===== src/include/gen_defs.svh =====
// generator channel widths, table depth, event and credit counts
// register map offsets
`ifndef GEN_DEFS_SVH
`define GEN_DEFS_SVH

// signed sample width
`define GEN_DW 16
// pointer integer and fraction bits
`define GEN_CWM 8
`define GEN_CWF 8
`define GEN_CW (`GEN_CWM + `GEN_CWF)
`define GEN_TBL_DEPTH (1 << `GEN_CWM)
// external event lines
`define GEN_EW 4
// burst counters
`define GEN_BLW 16
// downstream credits after reset
`define GEN_CREDITS 4

////////////////////
// register map
////////////////////
`define GEN_BAW 7
`define GEN_A_CTL     7'h00
`define GEN_A_IRQ_ENA 7'h08
`define GEN_A_IRQ_STS 7'h0c
`define GEN_A_MSK_CLR 7'h10
`define GEN_A_MSK_STR 7'h14
`define GEN_A_MSK_STP 7'h18
`define GEN_A_MSK_TRG 7'h1c
`define GEN_A_SIZ     7'h20
`define GEN_A_OFF     7'h24
`define GEN_A_STE     7'h28
`define GEN_A_BMODE   7'h30
`define GEN_A_BDL     7'h34
`define GEN_A_BLN     7'h38
`define GEN_A_BNM     7'h3c
`define GEN_A_BCNT    7'h40
`define GEN_A_MUL     7'h50
`define GEN_A_SUM     7'h54
`define GEN_A_ENA     7'h58

`endif


===== src/source/gen_pkg.sv =====
// shared types of the generator channel
// bus, table port, config, sample, gate, stream, events, burst state
`default_nettype none

`include "gen_defs.svh"

package gen_pkg;

  // register bus
  typedef struct packed {
    logic                wen;
    logic                ren;
    logic [`GEN_BAW-1:0] addr;
    logic [31:0]         wdata;
  } gen_bus_req_t;

  typedef struct packed {
    logic        ack;
    logic [31:0] rdata;
  } gen_bus_rsp_t;

  // waveform table write port
  typedef struct packed {
    logic                wen;
    logic [`GEN_CWM-1:0] addr;
    logic [`GEN_DW-1:0]  wdata;
  } gen_tbl_wr_t;

  // one-cycle commands
  typedef struct packed {
    logic clr;
    logic str;
    logic stp;
    logic trg;
  } gen_ctl_t;

  typedef struct packed {
    logic [`GEN_CW-1:0]         siz;
    logic [`GEN_CW-1:0]         off;
    logic [`GEN_CW-1:0]         ste;
    logic                       ben;
    logic                       inf;
    logic [`GEN_BLW-1:0]        bdl;
    logic [`GEN_BLW-1:0]        bln;
    logic [`GEN_BLW-1:0]        bnm;
    // gain has 14 fraction bits
    logic signed [`GEN_DW-1:0]  mul;
    logic signed [`GEN_DW-1:0]  sum;
    logic                       ena;
  } gen_cfg_t;

  typedef struct packed {
    logic signed [`GEN_DW-1:0] dat;
    logic                      per;
  } gen_smp_t;

  typedef struct packed {
    logic vld;
    logic dat_en;
    logic lst;
  } gen_gate_t;

  typedef struct packed {
    logic                      vld;
    logic signed [`GEN_DW-1:0] dat;
    logic                      per;
  } gen_stream_t;

  typedef struct packed {
    logic per;
    logic lst;
  } gen_evn_t;

  typedef enum logic [1:0] {IDLE, ARMED, DATA, PAUSE} gen_state_e;

endpackage

`default_nettype wire


===== src/source/gen_regs.sv =====
// register file of the generator channel
// command pulses with masked external events, irq status and output
`timescale 1ns/1ps
`default_nettype none

`include "gen_defs.svh"

module gen_regs (
  input  logic                     bus,
  input  logic                     ctl_rst,
  input  gen_pkg::gen_bus_req_t    reg_req,
  output gen_pkg::gen_bus_rsp_t    reg_rsp,
  input  logic [`GEN_EW-1:0]       evn_ext,
  input  logic                     lst,
  input  logic                     sts_run,
  input  logic                     sts_arm,
  input  logic [`GEN_BLW-1:0]      sts_bcnt,
  output gen_pkg::gen_cfg_t        cfg,
  output gen_pkg::gen_ctl_t        ctl,
  output logic                     irq
);

  // event masks
  logic [`GEN_EW-1:0] msk_clr;
  logic [`GEN_EW-1:0] msk_str;
  logic [`GEN_EW-1:0] msk_stp;
  logic [`GEN_EW-1:0] msk_trg;
  // irq bits: str, stp, trg, lst
  logic [3:0]         irq_ena;
  logic [3:0]         irq_sts;
  logic [3:0]         irq_clr;
  logic               wr_ctl;
  logic [31:0]        rd_dat;

  assign wr_ctl  = reg_req.wen && (reg_req.addr == `GEN_A_CTL);
  assign irq_clr = (reg_req.wen && (reg_req.addr == `GEN_A_IRQ_STS)) ?
                   reg_req.wdata[3:0] : 4'b0000;

  ////////////////////
  // write access
  ////////////////////
  always_ff @(posedge bus) begin
    if (ctl_rst) begin
      cfg     <= '0;
      irq_ena <= '0;
      msk_clr <= '0;
      msk_str <= '0;
      msk_stp <= '0;
      msk_trg <= '0;
    end else if (reg_req.wen) begin
      case (reg_req.addr)
        `GEN_A_IRQ_ENA: irq_ena <= reg_req.wdata[3:0];
        `GEN_A_MSK_CLR: msk_clr <= reg_req.wdata[`GEN_EW-1:0];
        `GEN_A_MSK_STR: msk_str <= reg_req.wdata[`GEN_EW-1:0];
        `GEN_A_MSK_STP: msk_stp <= reg_req.wdata[`GEN_EW-1:0];
        `GEN_A_MSK_TRG: msk_trg <= reg_req.wdata[`GEN_EW-1:0];
        `GEN_A_SIZ:     cfg.siz <= reg_req.wdata[`GEN_CW-1:0];
        `GEN_A_OFF:     cfg.off <= reg_req.wdata[`GEN_CW-1:0];
        `GEN_A_STE:     cfg.ste <= reg_req.wdata[`GEN_CW-1:0];
        `GEN_A_BMODE: begin
          cfg.ben <= reg_req.wdata[0];
          cfg.inf <= reg_req.wdata[1];
        end
        `GEN_A_BDL:     cfg.bdl <= reg_req.wdata[`GEN_BLW-1:0];
        `GEN_A_BLN:     cfg.bln <= reg_req.wdata[`GEN_BLW-1:0];
        `GEN_A_BNM:     cfg.bnm <= reg_req.wdata[`GEN_BLW-1:0];
        `GEN_A_MUL:     cfg.mul <= reg_req.wdata[`GEN_DW-1:0];
        `GEN_A_SUM:     cfg.sum <= reg_req.wdata[`GEN_DW-1:0];
        `GEN_A_ENA:     cfg.ena <= reg_req.wdata[0];
        default: ;
      endcase
    end
  end

  // software command or masked event, one cycle later
  always_ff @(posedge bus) begin
    if (ctl_rst) begin
      ctl <= '0;
    end else begin
      ctl.clr <= (wr_ctl && reg_req.wdata[0]) || (|(evn_ext & msk_clr));
      ctl.str <= (wr_ctl && reg_req.wdata[1]) || (|(evn_ext & msk_str));
      ctl.stp <= (wr_ctl && reg_req.wdata[2]) || (|(evn_ext & msk_stp));
      ctl.trg <= (wr_ctl && reg_req.wdata[3]) || (|(evn_ext & msk_trg));
    end
  end

  ////////////////////
  // read access
  ////////////////////
  always_comb begin
    case (reg_req.addr)
      `GEN_A_CTL:     rd_dat = 32'({sts_arm, sts_run});
      `GEN_A_IRQ_ENA: rd_dat = 32'(irq_ena);
      `GEN_A_IRQ_STS: rd_dat = 32'(irq_sts);
      `GEN_A_MSK_CLR: rd_dat = 32'(msk_clr);
      `GEN_A_MSK_STR: rd_dat = 32'(msk_str);
      `GEN_A_MSK_STP: rd_dat = 32'(msk_stp);
      `GEN_A_MSK_TRG: rd_dat = 32'(msk_trg);
      `GEN_A_SIZ:     rd_dat = 32'(cfg.siz);
      `GEN_A_OFF:     rd_dat = 32'(cfg.off);
      `GEN_A_STE:     rd_dat = 32'(cfg.ste);
      `GEN_A_BMODE:   rd_dat = 32'({cfg.inf, cfg.ben});
      `GEN_A_BDL:     rd_dat = 32'(cfg.bdl);
      `GEN_A_BLN:     rd_dat = 32'(cfg.bln);
      `GEN_A_BNM:     rd_dat = 32'(cfg.bnm);
      `GEN_A_BCNT:    rd_dat = 32'(sts_bcnt);
      // gain and offset read back without sign extension
      `GEN_A_MUL:     rd_dat = 32'($unsigned(cfg.mul));
      `GEN_A_SUM:     rd_dat = 32'($unsigned(cfg.sum));
      `GEN_A_ENA:     rd_dat = 32'(cfg.ena);
      default:        rd_dat = 32'd0;
    endcase
  end

  always_ff @(posedge bus) begin
    if (ctl_rst) begin
      reg_rsp.ack <= 1'b0;
    end else begin
      reg_rsp.ack <= reg_req.wen | reg_req.ren;
    end
    if (reg_req.ren) begin
      reg_rsp.rdata <= rd_dat;
    end
  end

  ////////////////////
  // interrupts
  ////////////////////
  // clear wins only for old bits, new events still set
  always_ff @(posedge bus) begin
    if (ctl_rst) begin
      irq_sts <= '0;
      irq     <= 1'b0;
    end else begin
      irq_sts <= (irq_sts & ~irq_clr) | {lst, ctl.trg, ctl.stp, ctl.str};
      irq     <= |(irq_sts & irq_ena);
    end
  end

endmodule

`default_nettype wire


===== config.mk =====
export PLATFORM = sky130hd
export DESIGN_NAME = gen_regs
export DESIGN_NICKNAME = d
export VERILOG_FILES = /design/src/source/gen_pkg.sv /design/src/source/gen_regs.sv
export VERILOG_INCLUDE_DIRS = /design/src /design/src/include
export SDC_FILE = /design/constraint.sdc
export NUM_CORES = 1
export LEC_CHECK = 0
export ABC_AREA = 1
export BUFFER_PORTS_ARGS = -buffer_cell sky130_fd_sc_hd__buf_2
export CORE_ASPECT_RATIO = 1.25
export CORE_MARGIN = 2
export CORE_UTILIZATION = 52
export DETAILED_ROUTE_END_ITERATION = 16
export PLACE_DENSITY = 0.83
export SETUP_SLACK_MARGIN = 0.2
export SYNTH_ARGS = -nofsm -noshare
export SYNTH_HDL_FRONTEND = slang
export SYNTH_SLANG_ARGS = --single-unit

===== constraint.sdc =====
create_clock -name bus -period 1.55 [get_ports bus]
set_input_delay 0.0775 -clock bus [delete_from_list [all_inputs] [get_ports bus]]
set_output_delay 0.0775 -clock bus [all_outputs]
set_load 0.02 [all_outputs]

== Word level (Yosys, flattened, before mapping) ==
Index checks and enable logic that the tools add are counted.

* $add $sub $neg: 0
* Multipliers: 0
* Div/mod/pow operators: 0
* $lt $le $gt $ge: 0
* Equal/unequal tests: 17
* Shift-type cells: 0
* Mux-type cells: 2
* Bitwise gates (word level): 9
* Reduce and logical (&&, ||, !) cells: 31

{| class="wikitable"
|+ Operator list
! kind !! count
|-
| one-hot mux 16 bit (18 select lines) || 1
|-
| == test 7 x 6 -> 1 bit, second input constant || 7
|-
| AND reduction 2 bit || 15
|-
| == test 7 x 5 -> 1 bit, second input constant || 4
|-
| == test 7 bit, second input constant || 4
|-
| bitwise AND 4 bit || 6
|-
| OR reduction 4 bit || 5
|-
| == test 7 x 4 -> 1 bit, second input constant || 2
|-
| zero test 7 bit || 1
|-
| logical AND 1 bit || 6
|-
| logical OR 1 bit || 4
|-
| 2-to-1 mux 4 bit || 1
|-
| NOT 4 bit || 1
|-
| bitwise OR 4 bit || 1
|-
| bitwise OR 1 bit || 1
|}

* Flip-flop bits (word level): 193
* Bits in latches: 0
* Bits in writable memories: 0
* Bits in read-only memories: 0
* Input port bits: 66
* Output and inout port bits: 169
* Logic and storage cells: 83
* Memories: 0

== Depth between registers and ports, before layout ==
Gate-level depths: netlist of the first run.

* Word-level depth: 6
* Gate-level depth with buffers: 10
* Mapped depth without buffers: 9

== Worst setup path before layout of the first run ==
OpenSTA, ideal clock, no wires.

* Path type: input -> register
* From: input reg_req[36] in the netlist's numbering
* To: register reg_rsp[13] in the netlist's numbering (data pin)
* Library setup time: 0.259 ns
* Arrival time: 1.024 ns
* Required time: 1.291 ns
* Setup slack: 0.267 ns
* Cell stages on the path: 9
* Path buffers: 2
* Path through: buf_2 -> inv_2 -> nand2_1 -> nor2_2 -> buf_2 -> nand3_1 -> o21ai_0 -> nor3_1 -> nand2_1

* Cells in the longest elaborated chain, start to end: 2
* Elaborated cells between the ends (all ways): 19
* Classes of those cells: eq/ne (17); mux (1); reduce/logical (1)

{| class="wikitable"
|+ RTL lines
! item !! RTL line !! RTL
|-
| start, declared || gen_regs.sv:11 || <nowiki>input gen_pkg::gen_bus_req_t reg_req,</nowiki>
|-
| == test 7 bit (tied with other cells) || gen_regs.sv:91 || <nowiki>case (reg_req.addr)</nowiki>
|-
| one-hot mux 16 bit (18 select lines) * || gen_regs.sv:91 ||
|-
| net rd_dat[13] || gen_regs.sv:33 || <nowiki>logic [31:0] rd_dat;</nowiki>
|-
| end, declared || gen_regs.sv:12 || <nowiki>output gen_pkg::gen_bus_rsp_t reg_rsp,</nowiki>
|}

Mark *: on every way through the listed nets, which the timed path passes. The rest lies on a longest branch.
A chain may end at the register's enable or synchronous reset.

== Final worst setup path of the first run ==
* From: input reg_req[33] in the netlist's numbering
* To: register cfg[4] in the netlist's numbering

* Cells in the longest elaborated chain, start to end: 2

{| class="wikitable"
|+ RTL lines
! item !! RTL line !! RTL
|-
| == test 7 bit || gen_regs.sv:51 || <nowiki>case (reg_req.addr)</nowiki>
|-
| AND reduction 2 bit (no line) || - ||
|-
| end, declared || gen_regs.sv:18 || <nowiki>output gen_pkg::gen_cfg_t cfg,</nowiki>
|}

No other way between the ends.

==> impl_results.md, run 1 <==
* Clock insertion delay at the later pin of the skew report at 430 ps
* Largest cells by area after synthesis: dfxtp_1 39%, nand2_1 10%, a211oi_1 6.8%, nor2_1 6.7%, nand3_1 6.5%
* Overall power at 9.57 mW
* Core area at 15,500 um^2
* Top-area cell type share of the netlist area at 39.4%
* Die area at 16,800 um^2
* Die width at 116 um
* CP Launch Type: input port
* #FFs+latches synth at 177
* Final period util at 79.4%
* Worst-Margin Slew at 803 ps
* Kind of critical path: input port to flip-flop
* Lkg Pwr at 4.39 nW
* Part of the power in combinational logic at 6.7%
* Global-route wire length before repair at 43,000 um
* Share of power burned in the clock network at 44.5%
* IO Pins at 235
* Worst path top cell family by delay: simple AND/OR/NAND/NOR gates
* Slew margin rel. at 46.4%
* Most frequent CP cell: nor2_4
* Hold Crit Class: input port to flip-flop
* Placed cell areas at 9620 um^2
* R2r setup slk at 420 ps
* Starting Density at 52.7%
* Worst EP required at 1890 ps
* Antenna viol nets, final at 0
* Nets at 1,382
* Cell Area, Synth at 8180 um^2
* Worst Skew at 9.29 ps
* Net Sw Power at 2.40 mW
* Post-Layout Inst Area at 10,200 um^2
* Syn Area/Cell at 7.44 um^2
* Warning count from the yosys run at 0
* Filler instances at 1,368
* Post-DR vias/cell at 5.63
* H-tree levels at 4
* Arrival time at the worst endpoint at 1570 ps
* Area Overhead vs Synth at 25.3%
* Die height at 144 um
* Switch share at 25.1%
* MaxCap Viol Count at 0
* Clock transition at path regs at 70 ps
* Layout cells sized above 1 at 25.5%
* GR Util All Layers at 34.3%
* CTS buffer count at 17
* PortBufs at 202
* Yosys top cell by area: dfxtp_1
* Pre-antenna DRT Iters at 7
* Pwr Density at 934 nW/um^2
* Post-synthesis cell type count at 31
* Final core utilization at 66.1%
* Vias in the first global route at 7,928
* Min cycle time layout at 1230 ps
* Achievable frequency at 813 MHz
* Flop pwr share at 48.7%
* Setup repair after global routing missed its margin: false
* Run status: finished clean
* Final Hold Vio Count at 0
* Clk buf depth at 2
* Starting DRT DRC Count at 900
* Ant. Diodes at 0
* Buf/Inv on CP at 2
* CTS root buf: clkbuf_16
* TritonCTS clock tree: yes
* Detailed-route via count at 8,680
* Clock sink count at 177
* Post-Synthesis Cells at 1,099
* Final WL at 28,800 um
* VDD IR-drop max at 0.768 mV
* Total grt overflow at 0
* Num rows at 51
* Detail Placement HPWL at 21,200 um
* Worst setup EP type: flip-flop
* Slowest cell on the critical path: nor2_4
* Final GP Congestion at 0.988
* CP Max Fanout at 23
* Hold slack at 13.9 ps
* P_int at 7.17 mW
* Antenna violations before repair at 0
* Finish-stage setup viols at 0
* Avg WL per Cell at 18.7 um
* CP max stage delay at 380 ps
* # DRC at 0
* Max-slew violation count at 0
* Largest net degree at the start of global routing at 49
* Critical-path cell list: buf_2 -> nor2_4 -> buf_4 -> nand3_2 -> nor2_4 -> nand2_4 -> a211oi_1
* Post-synthesis sequential area ratio at 45.3%
[cell type report]
cell class / instances / area [um^2] / share of cell area, %
clock buffer: 20 / 458 / 4.47
multi-input combinational: 746 / 3660 / 35.7
sequential: 177 / 3700 / 36.1
tap: 212 / 265 / 2.59
clock inverter: 12 / 119 / 1.16
timing repair buffer: 273 / 1660 / 16.2
inverter: 101 / 383 / 3.74
[worst min-delay path: cells and delay by family]
family                 cells  cell delay [ps]
AO/OA/AOI/OAI              1               50
AND/OR/NAND/NOR            1               90
buffers and inverters      1              180
[Yosys cell counts]
library cell  number
a211oi_1          74
a211oi_2           5
a21oi_1           95
a41oi_1            1
buf_1              2
buf_2             37
buf_4             21
buf_6              4
clkbuf_1          26
conb_1             1
dfxtp_1          161
edfxtp_1          16
inv_1             94
inv_2              6
inv_4              1
nand2_1          218
nand2_2            6
nand2_4            2
nand3_1          107
nand3_2            1
nand3_4            4
nand4_1            8
nor2_1           145
nor2_2             4
nor2_4             9
nor3_1            11
o211ai_1           3
o21ai_0           22
o21ai_1            2
o22ai_1           12
o31ai_1            1
[power by group through the flow]
stage | clock network [mW] | logic, mW | registers [mW]
floorplan | 0 | 0.324 | 4.80
global placement | 0 | 0.618 | 4.77
detailed placement | 0 | 0.620 | 4.77
CTS | 4.25 | 0.629 | 4.66
global route | 4.43 | 0.681 | 4.66
finish | 4.26 | 0.645 | 4.66
[worst paths after layout]
path / start / to / cells past startpoint
hold / removal: reg_req[12] / cfg[127] / 3
hold reg to reg: ctl[2] / irq_sts[0] / 2
setup reg to reg: cfg[84] / reg_rsp[1] / 6
setup / recovery: reg_req[33] / cfg[4] / 7
[cells by family (layout without fill, tap and decap cells)]
group | after synthesis | after routing | share of synthesized area (%)
DFF | 177 | 177 | 45.3
buffers and inverters | 191 | 406 | 10.7
AOI/OAI and AO/OA | 215 | 215 | 16.2
and+or+nand+nor | 515 | 515 | 27.7
other | 1 | 16 | 0.0458
[placed cells by master, fill, tap and decap left out, types with 6 or more instances in the layout]
cell	instances
dfxtp_1	161
nor3_1	11
clkbuf_16	18
nand4_1	8
edfxtp_1	16
inv_1	94
o21ai_0	22
nand2_2	6
buf_2	201
conb_1	16
nor2_1	143
a21oi_1	95
nor2_4	9
buf_12	8
a211oi_1	74
buf_4	60
o22ai_1	12
nand3_1	107
nand2_1	218
nor2_2	6
[through the flow]
| stage | worst slack, ps | setup TNS, ps | cells |
|---|---|---|---|
| after floorplan | 267 | 0 | 1114 |
| after global placement | -162 | -980 | 1505 |
| after detailed placement | -195 | -2480 | 1505 |
| after CTS | 244 | 0 | 1541 |
| after global routing | 201 | 0 | 1541 |
| final | 319 | 0 | 1541 |
[what timing repair did]
item,CTS,global route
endpoints found under the setup margin,0,14
buffers inserted,0,0
hold endpoints to repair,5,0
gates resized for setup,0,3
hold buffers,4,0
[per-layer routing]
layer,GRT usage [%],part of all wire (%),vias to the layer above
li1,-,-,4052
met1,39.5,36,3977
met2,58.6,50,526
met3,6.45,8.2,125
met4,21.0,6.1,0
met5,0,0,-
[sequential cells by signal, summed over array words and instances, names as in the netlist]
register	count
msk_str	4
irq_sts	4
irq	1
msk_clr	4
reg_rsp	17
ctl	4
cfg	131
irq_ena	4
msk_stp	4
msk_trg	4
Power figures use the tool's default switching activity.
==> run 2, diff against run 1 <==
clock period = 1.25 ns   (was 1.55 ns; I/O delays follow)
==> impl_results.md, run 2 (synthesis gave the netlist of run 1 again) <==
* CP max stage delay at 330 ps
* Worst path top cell family by delay: simple AND/OR/NAND/NOR gates
* Slew margin rel. at 64.7%
* Clock sink count at 177
* MaxCap Viol Count at 0
* Setup TNS Final at 0 ps
* Area Overhead vs Synth at 41.5%
* Starting Density at 52.7%
* VDD IR-drop max at 0.690 mV
* Vias in the first global route at 8,236
* Achievable frequency at 865 MHz
* Global-route wire length before repair at 44,300 um
* H-tree levels at 4
* Die width at 116 um
* Filler instances at 1,117
* Post-DR vias/cell at 5.73
* # DRC at 0
* Clock insertion delay at the later pin of the skew report at 450 ps
* Worst Skew at 10.1 ps
* GR Util All Layers at 35.1%
* PortBufs at 202
* Clock transition at path regs at 70 ps
* Avg WL per Cell at 19.1 um
* Worst setup EP type: flip-flop
* Clk buf depth at 2
* Layout cells sized above 1 at 40.6%
* Die area at 16,800 um^2
* TritonCTS clock tree: yes
* Reg with most FFs: cfg
* CP Launch Type: flip-flop
* Post-Place Worst Slack at -417 ps
* Final period util at 92.5%
* Setup repair after global routing missed its margin: true
* Final Hold Vio Count at 0
* Final GP Congestion at 1.01
* Lkg Pwr at 4.83 nW
* Nets at 1,429
* Worst EP required at 1440 ps
* Finish-stage setup viols at 0
* Max-slew violation count at 0
* Core area at 15,500 um^2
* Kind of critical path: flip-flop to flip-flop
* Ant. Diodes at 0
* Worst-Margin Slew at 530 ps
* Most frequent cells in the layout: 200 x nand2_1, 167 x buf_4, 130 x nor2_1, 100 x buf_2, 90 x a21oi_1
* Largest net degree at the start of global routing at 45
* Num rows at 51
* Antenna violations before repair at 0
* Starting DRT DRC Count at 1,229
* Detailed-route via count at 9,103
* Max reg flops at 131
* Critical-path cell list: inv_2 -> nor2_1 -> nor3_2 -> buf_4 -> nand3_2
* Detail Placement HPWL at 20,900 um
* CTS buffer count at 17
* Die height at 144 um
* Min cycle time layout at 1160 ps
* Commonest non-fill, non-tap cell in the layout: nand2_1
* Antenna viol nets, final at 0
* Slack of the critical path at 93.9 ps
* Hold Crit Class: input port to flip-flop
* Run status: finished clean
* IO Pins at 235
* Arrival time at the worst endpoint at 1350 ps
* CP Max Fanout at 2
* Total grt overflow at 0
* Slowest cell on the critical path: dfxtp_1
* Top flop regs: cfg (131), reg_rsp (17)
* Multi-input gate area at 4000 um^2
* Final WL at 30,300 um
* Area occupied by registers at 3840 um^2
* Pwr Density at 1030 nW/um^2
* Pre-antenna DRT Iters at 5
* CTS root buf: clkbuf_16
* Buf/Inv on CP at 2
run 2: cell types whose count changed in the layout (fill, tap and decap cells not counted), sizes merged:
cell	before	now
clkinvlp	1	2
inv	106	102
dlygate4sd3	4	17
buf	269	302
clkinv	5	9
run 2: routing by layer:
layer | track usage (%) | vias up | share of wire [%]
li1 | - | 4155 | -
met1 | 40.8 | 4134 | 35
met2 | 60.6 | 669 | 50
met3 | 5.87 | 145 | 9.0
met4 | 20.3 | 0 | 6.5
met5 | 0 | - | 0
run 2: cell type report:
| cell class | count | area share [%] |
|---|---|---|
| multi-input cells | 746 | 34.6 |
| flip-flops and latches | 177 | 33.2 |
| repair buffers | 320 | 21.5 |
| clock buffers | 19 | 3.92 |
| inverters | 101 | 3.35 |
| well taps | 212 | 2.29 |
| clock inverters | 13 | 1.11 |
run 2: worst paths after layout:
path | slack, ps | startpoint | endpoint | depth (start not counted)
setup / recovery | 90 | cfg[56] | reg_rsp[7] | 5
hold / removal | 30 | sts_bcnt[8] | reg_rsp[8] | 5
setup reg to reg | 90 | cfg[56] | reg_rsp[7] | 5
hold reg to reg | 450 | ctl[1] | irq_sts[1] | 2
run 2: timing repair:
item / CTS / global route
pin swaps: 15 / 42
gates resized for setup: 145 / 170
hold buffers: 17 / 0
endpoints found under the setup margin: 81 / 117
buffers inserted: 7 / 12
endpoints found under the hold margin: 65 / 0
run 2: through the flow:
stage / power [mW] / instances / hold slack, ps / instance area [um^2] / util (%)
after global placement: 6.71 / 1520 / 322 / 9970 / 64.3
after detailed placement: 6.71 / 1520 / 323 / 9970 / 64.3
after floorplan: 6.38 / 1114 / 175 / 8420 / -
final: 12.0 / 1588 / 33.6 / 11600 / 74.6
after CTS: 11.9 / 1576 / 22.0 / 11100 / 71.6
after global routing: 12.3 / 1588 / 45.1 / 11600 / 74.6
run 2: power breakdown:
group | switching, mW | total, mW | internal, mW
combinational | 0.619 | 0.919 | 0.300
sequential | 0.0288 | 5.77 | 5.74
clock | 2.37 | 5.26 | 2.89
run 2: tightest hold or removal path: cells and delay by family:
family / cells / cell delay [ps]
simple gates: 3 / 190
compound gates: 1 / 40
buf+inv: 1 / 80
==> run 3, diff against run 2 <==
RECOVER_POWER = 25   (was default)
==> impl_results.md, run 3 (synthesis gave the netlist of run 1 again) <==
* Antenna viol nets, final at 0
* Switch share at 25.4%
* Detail Placement HPWL at 20,900 um
* Most frequent cells in the layout: 200 x nand2_1, 164 x buf_4, 134 x nor2_1, 99 x buf_2, 90 x a21oi_1
* Largest net degree at the start of global routing at 45
* MaxCap Viol Count at 0
* Clock transition at path regs at 70 ps
* Arrival time at the worst endpoint at 1340 ps
* Min cycle time layout at 1150 ps
* Setup repair after global routing missed its margin: true
* Net Sw Power at 3.03 mW
* Max-slew violation count at 0
* Vias in the first global route at 8,236
* TritonCTS clock tree: yes
* Kind of critical path: flip-flop to flip-flop
* Post-Place Worst Slack at -417 ps
* GR Util All Layers at 35.1%
* Worst EP required at 1440 ps
* Avg WL per Cell at 19.2 um
* Detailed-route via count at 9,111
* Part of the power in combinational logic at 7.6%
* Pwr Density at 1040 nW/um^2
* Area Overhead vs Synth at 40.6%
* Reg with most FFs: cfg
* Slack of the critical path at 100 ps
* Achievable frequency at 870 MHz
* P_int at 8.92 mW
* Filler instances at 1,130
* Layout cells sized above 1 at 39.9%
* # DRC at 0
* Final core utilization at 74.2%
* Clk buf depth at 2
* Final period util at 92.0%
* Slew margin rel. at 16.7%
* Worst Skew at 10.6 ps
* PortBufs at 202
* CP Launch Type: flip-flop
* Num rows at 51
* Antenna violations before repair at 0
* VDD IR-drop max at 0.688 mV
* Worst setup EP type: flip-flop
* Global-route wire length before repair at 44,300 um
* Lkg Pwr at 4.80 nW
* Commonest non-fill, non-tap cell in the layout: nand2_1
* Clock sink count at 177
* Worst-Margin Slew at 1250 ps
* Max reg flops at 131
* Final GP Congestion at 1.01
* IO Pins at 235
* Die height at 144 um
* Hold Crit Class: input port to flip-flop
* CTS buffer count at 17
* Die width at 116 um
* Post-DR vias/cell at 5.74
* Ant. Diodes at 0
* H-tree levels at 4
* Die area at 16,800 um^2
* CTS root buf: clkbuf_16
* Core area at 15,500 um^2
* Nets at 1,429
* Final Hold Vio Count at 0
* Final WL at 30,400 um
* Total grt overflow at 0
* Clock insertion delay at the later pin of the skew report at 450 ps
* Finish-stage setup viols at 0
* Starting DRT DRC Count at 1,238
* CP Max Fanout at 2
* Pre-antenna DRT Iters at 6
* Share of power burned in the clock network at 44.2%
* Flop pwr share at 48.3%
* Top flop regs: cfg (131), reg_rsp (17)
* Final cell count without fillers at 1,588
* Run status: finished clean
* Starting Density at 52.7%
* Placed Cells at 1,520
run 3: cell type report:
cell class                 instances  area [um^2]  share of cell area, %
clock inverter                    13          129                   1.12
tap                              212          265                   2.31
multi-input combinational        746         3980                   34.6
sequential                       177         3840                   33.4
timing repair buffer             320         2440                   21.2
inverter                         101          388                   3.37
clock buffer                      19          454                   3.95
run 3: timing repair:
item	4_1_cts	5_1_grt
hold buffers	17	0
resized for setup	145	170
hold endpoints to repair	65	0
setup endpoints to repair	81	117
buffers inserted	7	12
pin swaps	15	42
run 3: layer usage:
| layer | wire [um] | share of wire, % | global-route usage (%) | up-vias |
|---|---|---|---|---|
| met5 | 0 | 0 | 0 | - |
| met1 | 10800 | 36 | 40.8 | 4157 |
| met4 | 1980 | 6.5 | 20.3 | 0 |
| li1 | - | - | - | 4158 |
| met2 | 15000 | 49 | 60.6 | 649 |
| met3 | 2670 | 8.8 | 5.87 | 147 |
run 3: worst max-delay path, stage by stage, from the launching register on:
cell	delay, ps
dfxtp_1	330
inv_2	60
nor2_1	60
nor3_2	220
buf_4	170
nand3_2	70
run 3: metrics by stage:
stage	total power, mW	hold WS, ps	TNS [ps]	instance area, um^2
2_1_floorplan	6.38	175	0	8420
3_3_place_gp	6.71	322	-10360	9970
3_5_place_dp	6.71	323	-14910	9970
4_1_cts	11.9	22.0	0	11100
5_1_grt	12.2	45.1	0	11500
6_report	12.0	35.5	0	11500
run 3: final timing paths:
path                            cells past startpoint        start         end  slack, ps
worst min-delay path                                5  sts_bcnt[9]  reg_rsp[9]         40
worst max-delay path                                5      cfg[56]  reg_rsp[7]        100
worst max register to register                      5      cfg[56]  reg_rsp[7]        100
worst min register to register                      2       ctl[1]  irq_sts[1]        460
run 3: power by group through the flow:
| stage | registers [mW] | clock network (mW) | logic, mW |
|---|---|---|---|
| after floorplan | 5.95 | 0 | 0.434 |
| after global placement | 5.91 | 0 | 0.798 |
| after detailed placement | 5.91 | 0 | 0.803 |
| after CTS | 5.78 | 5.25 | 0.861 |
| after global routing | 5.77 | 5.53 | 0.948 |
| final | 5.77 | 5.28 | 0.907 |
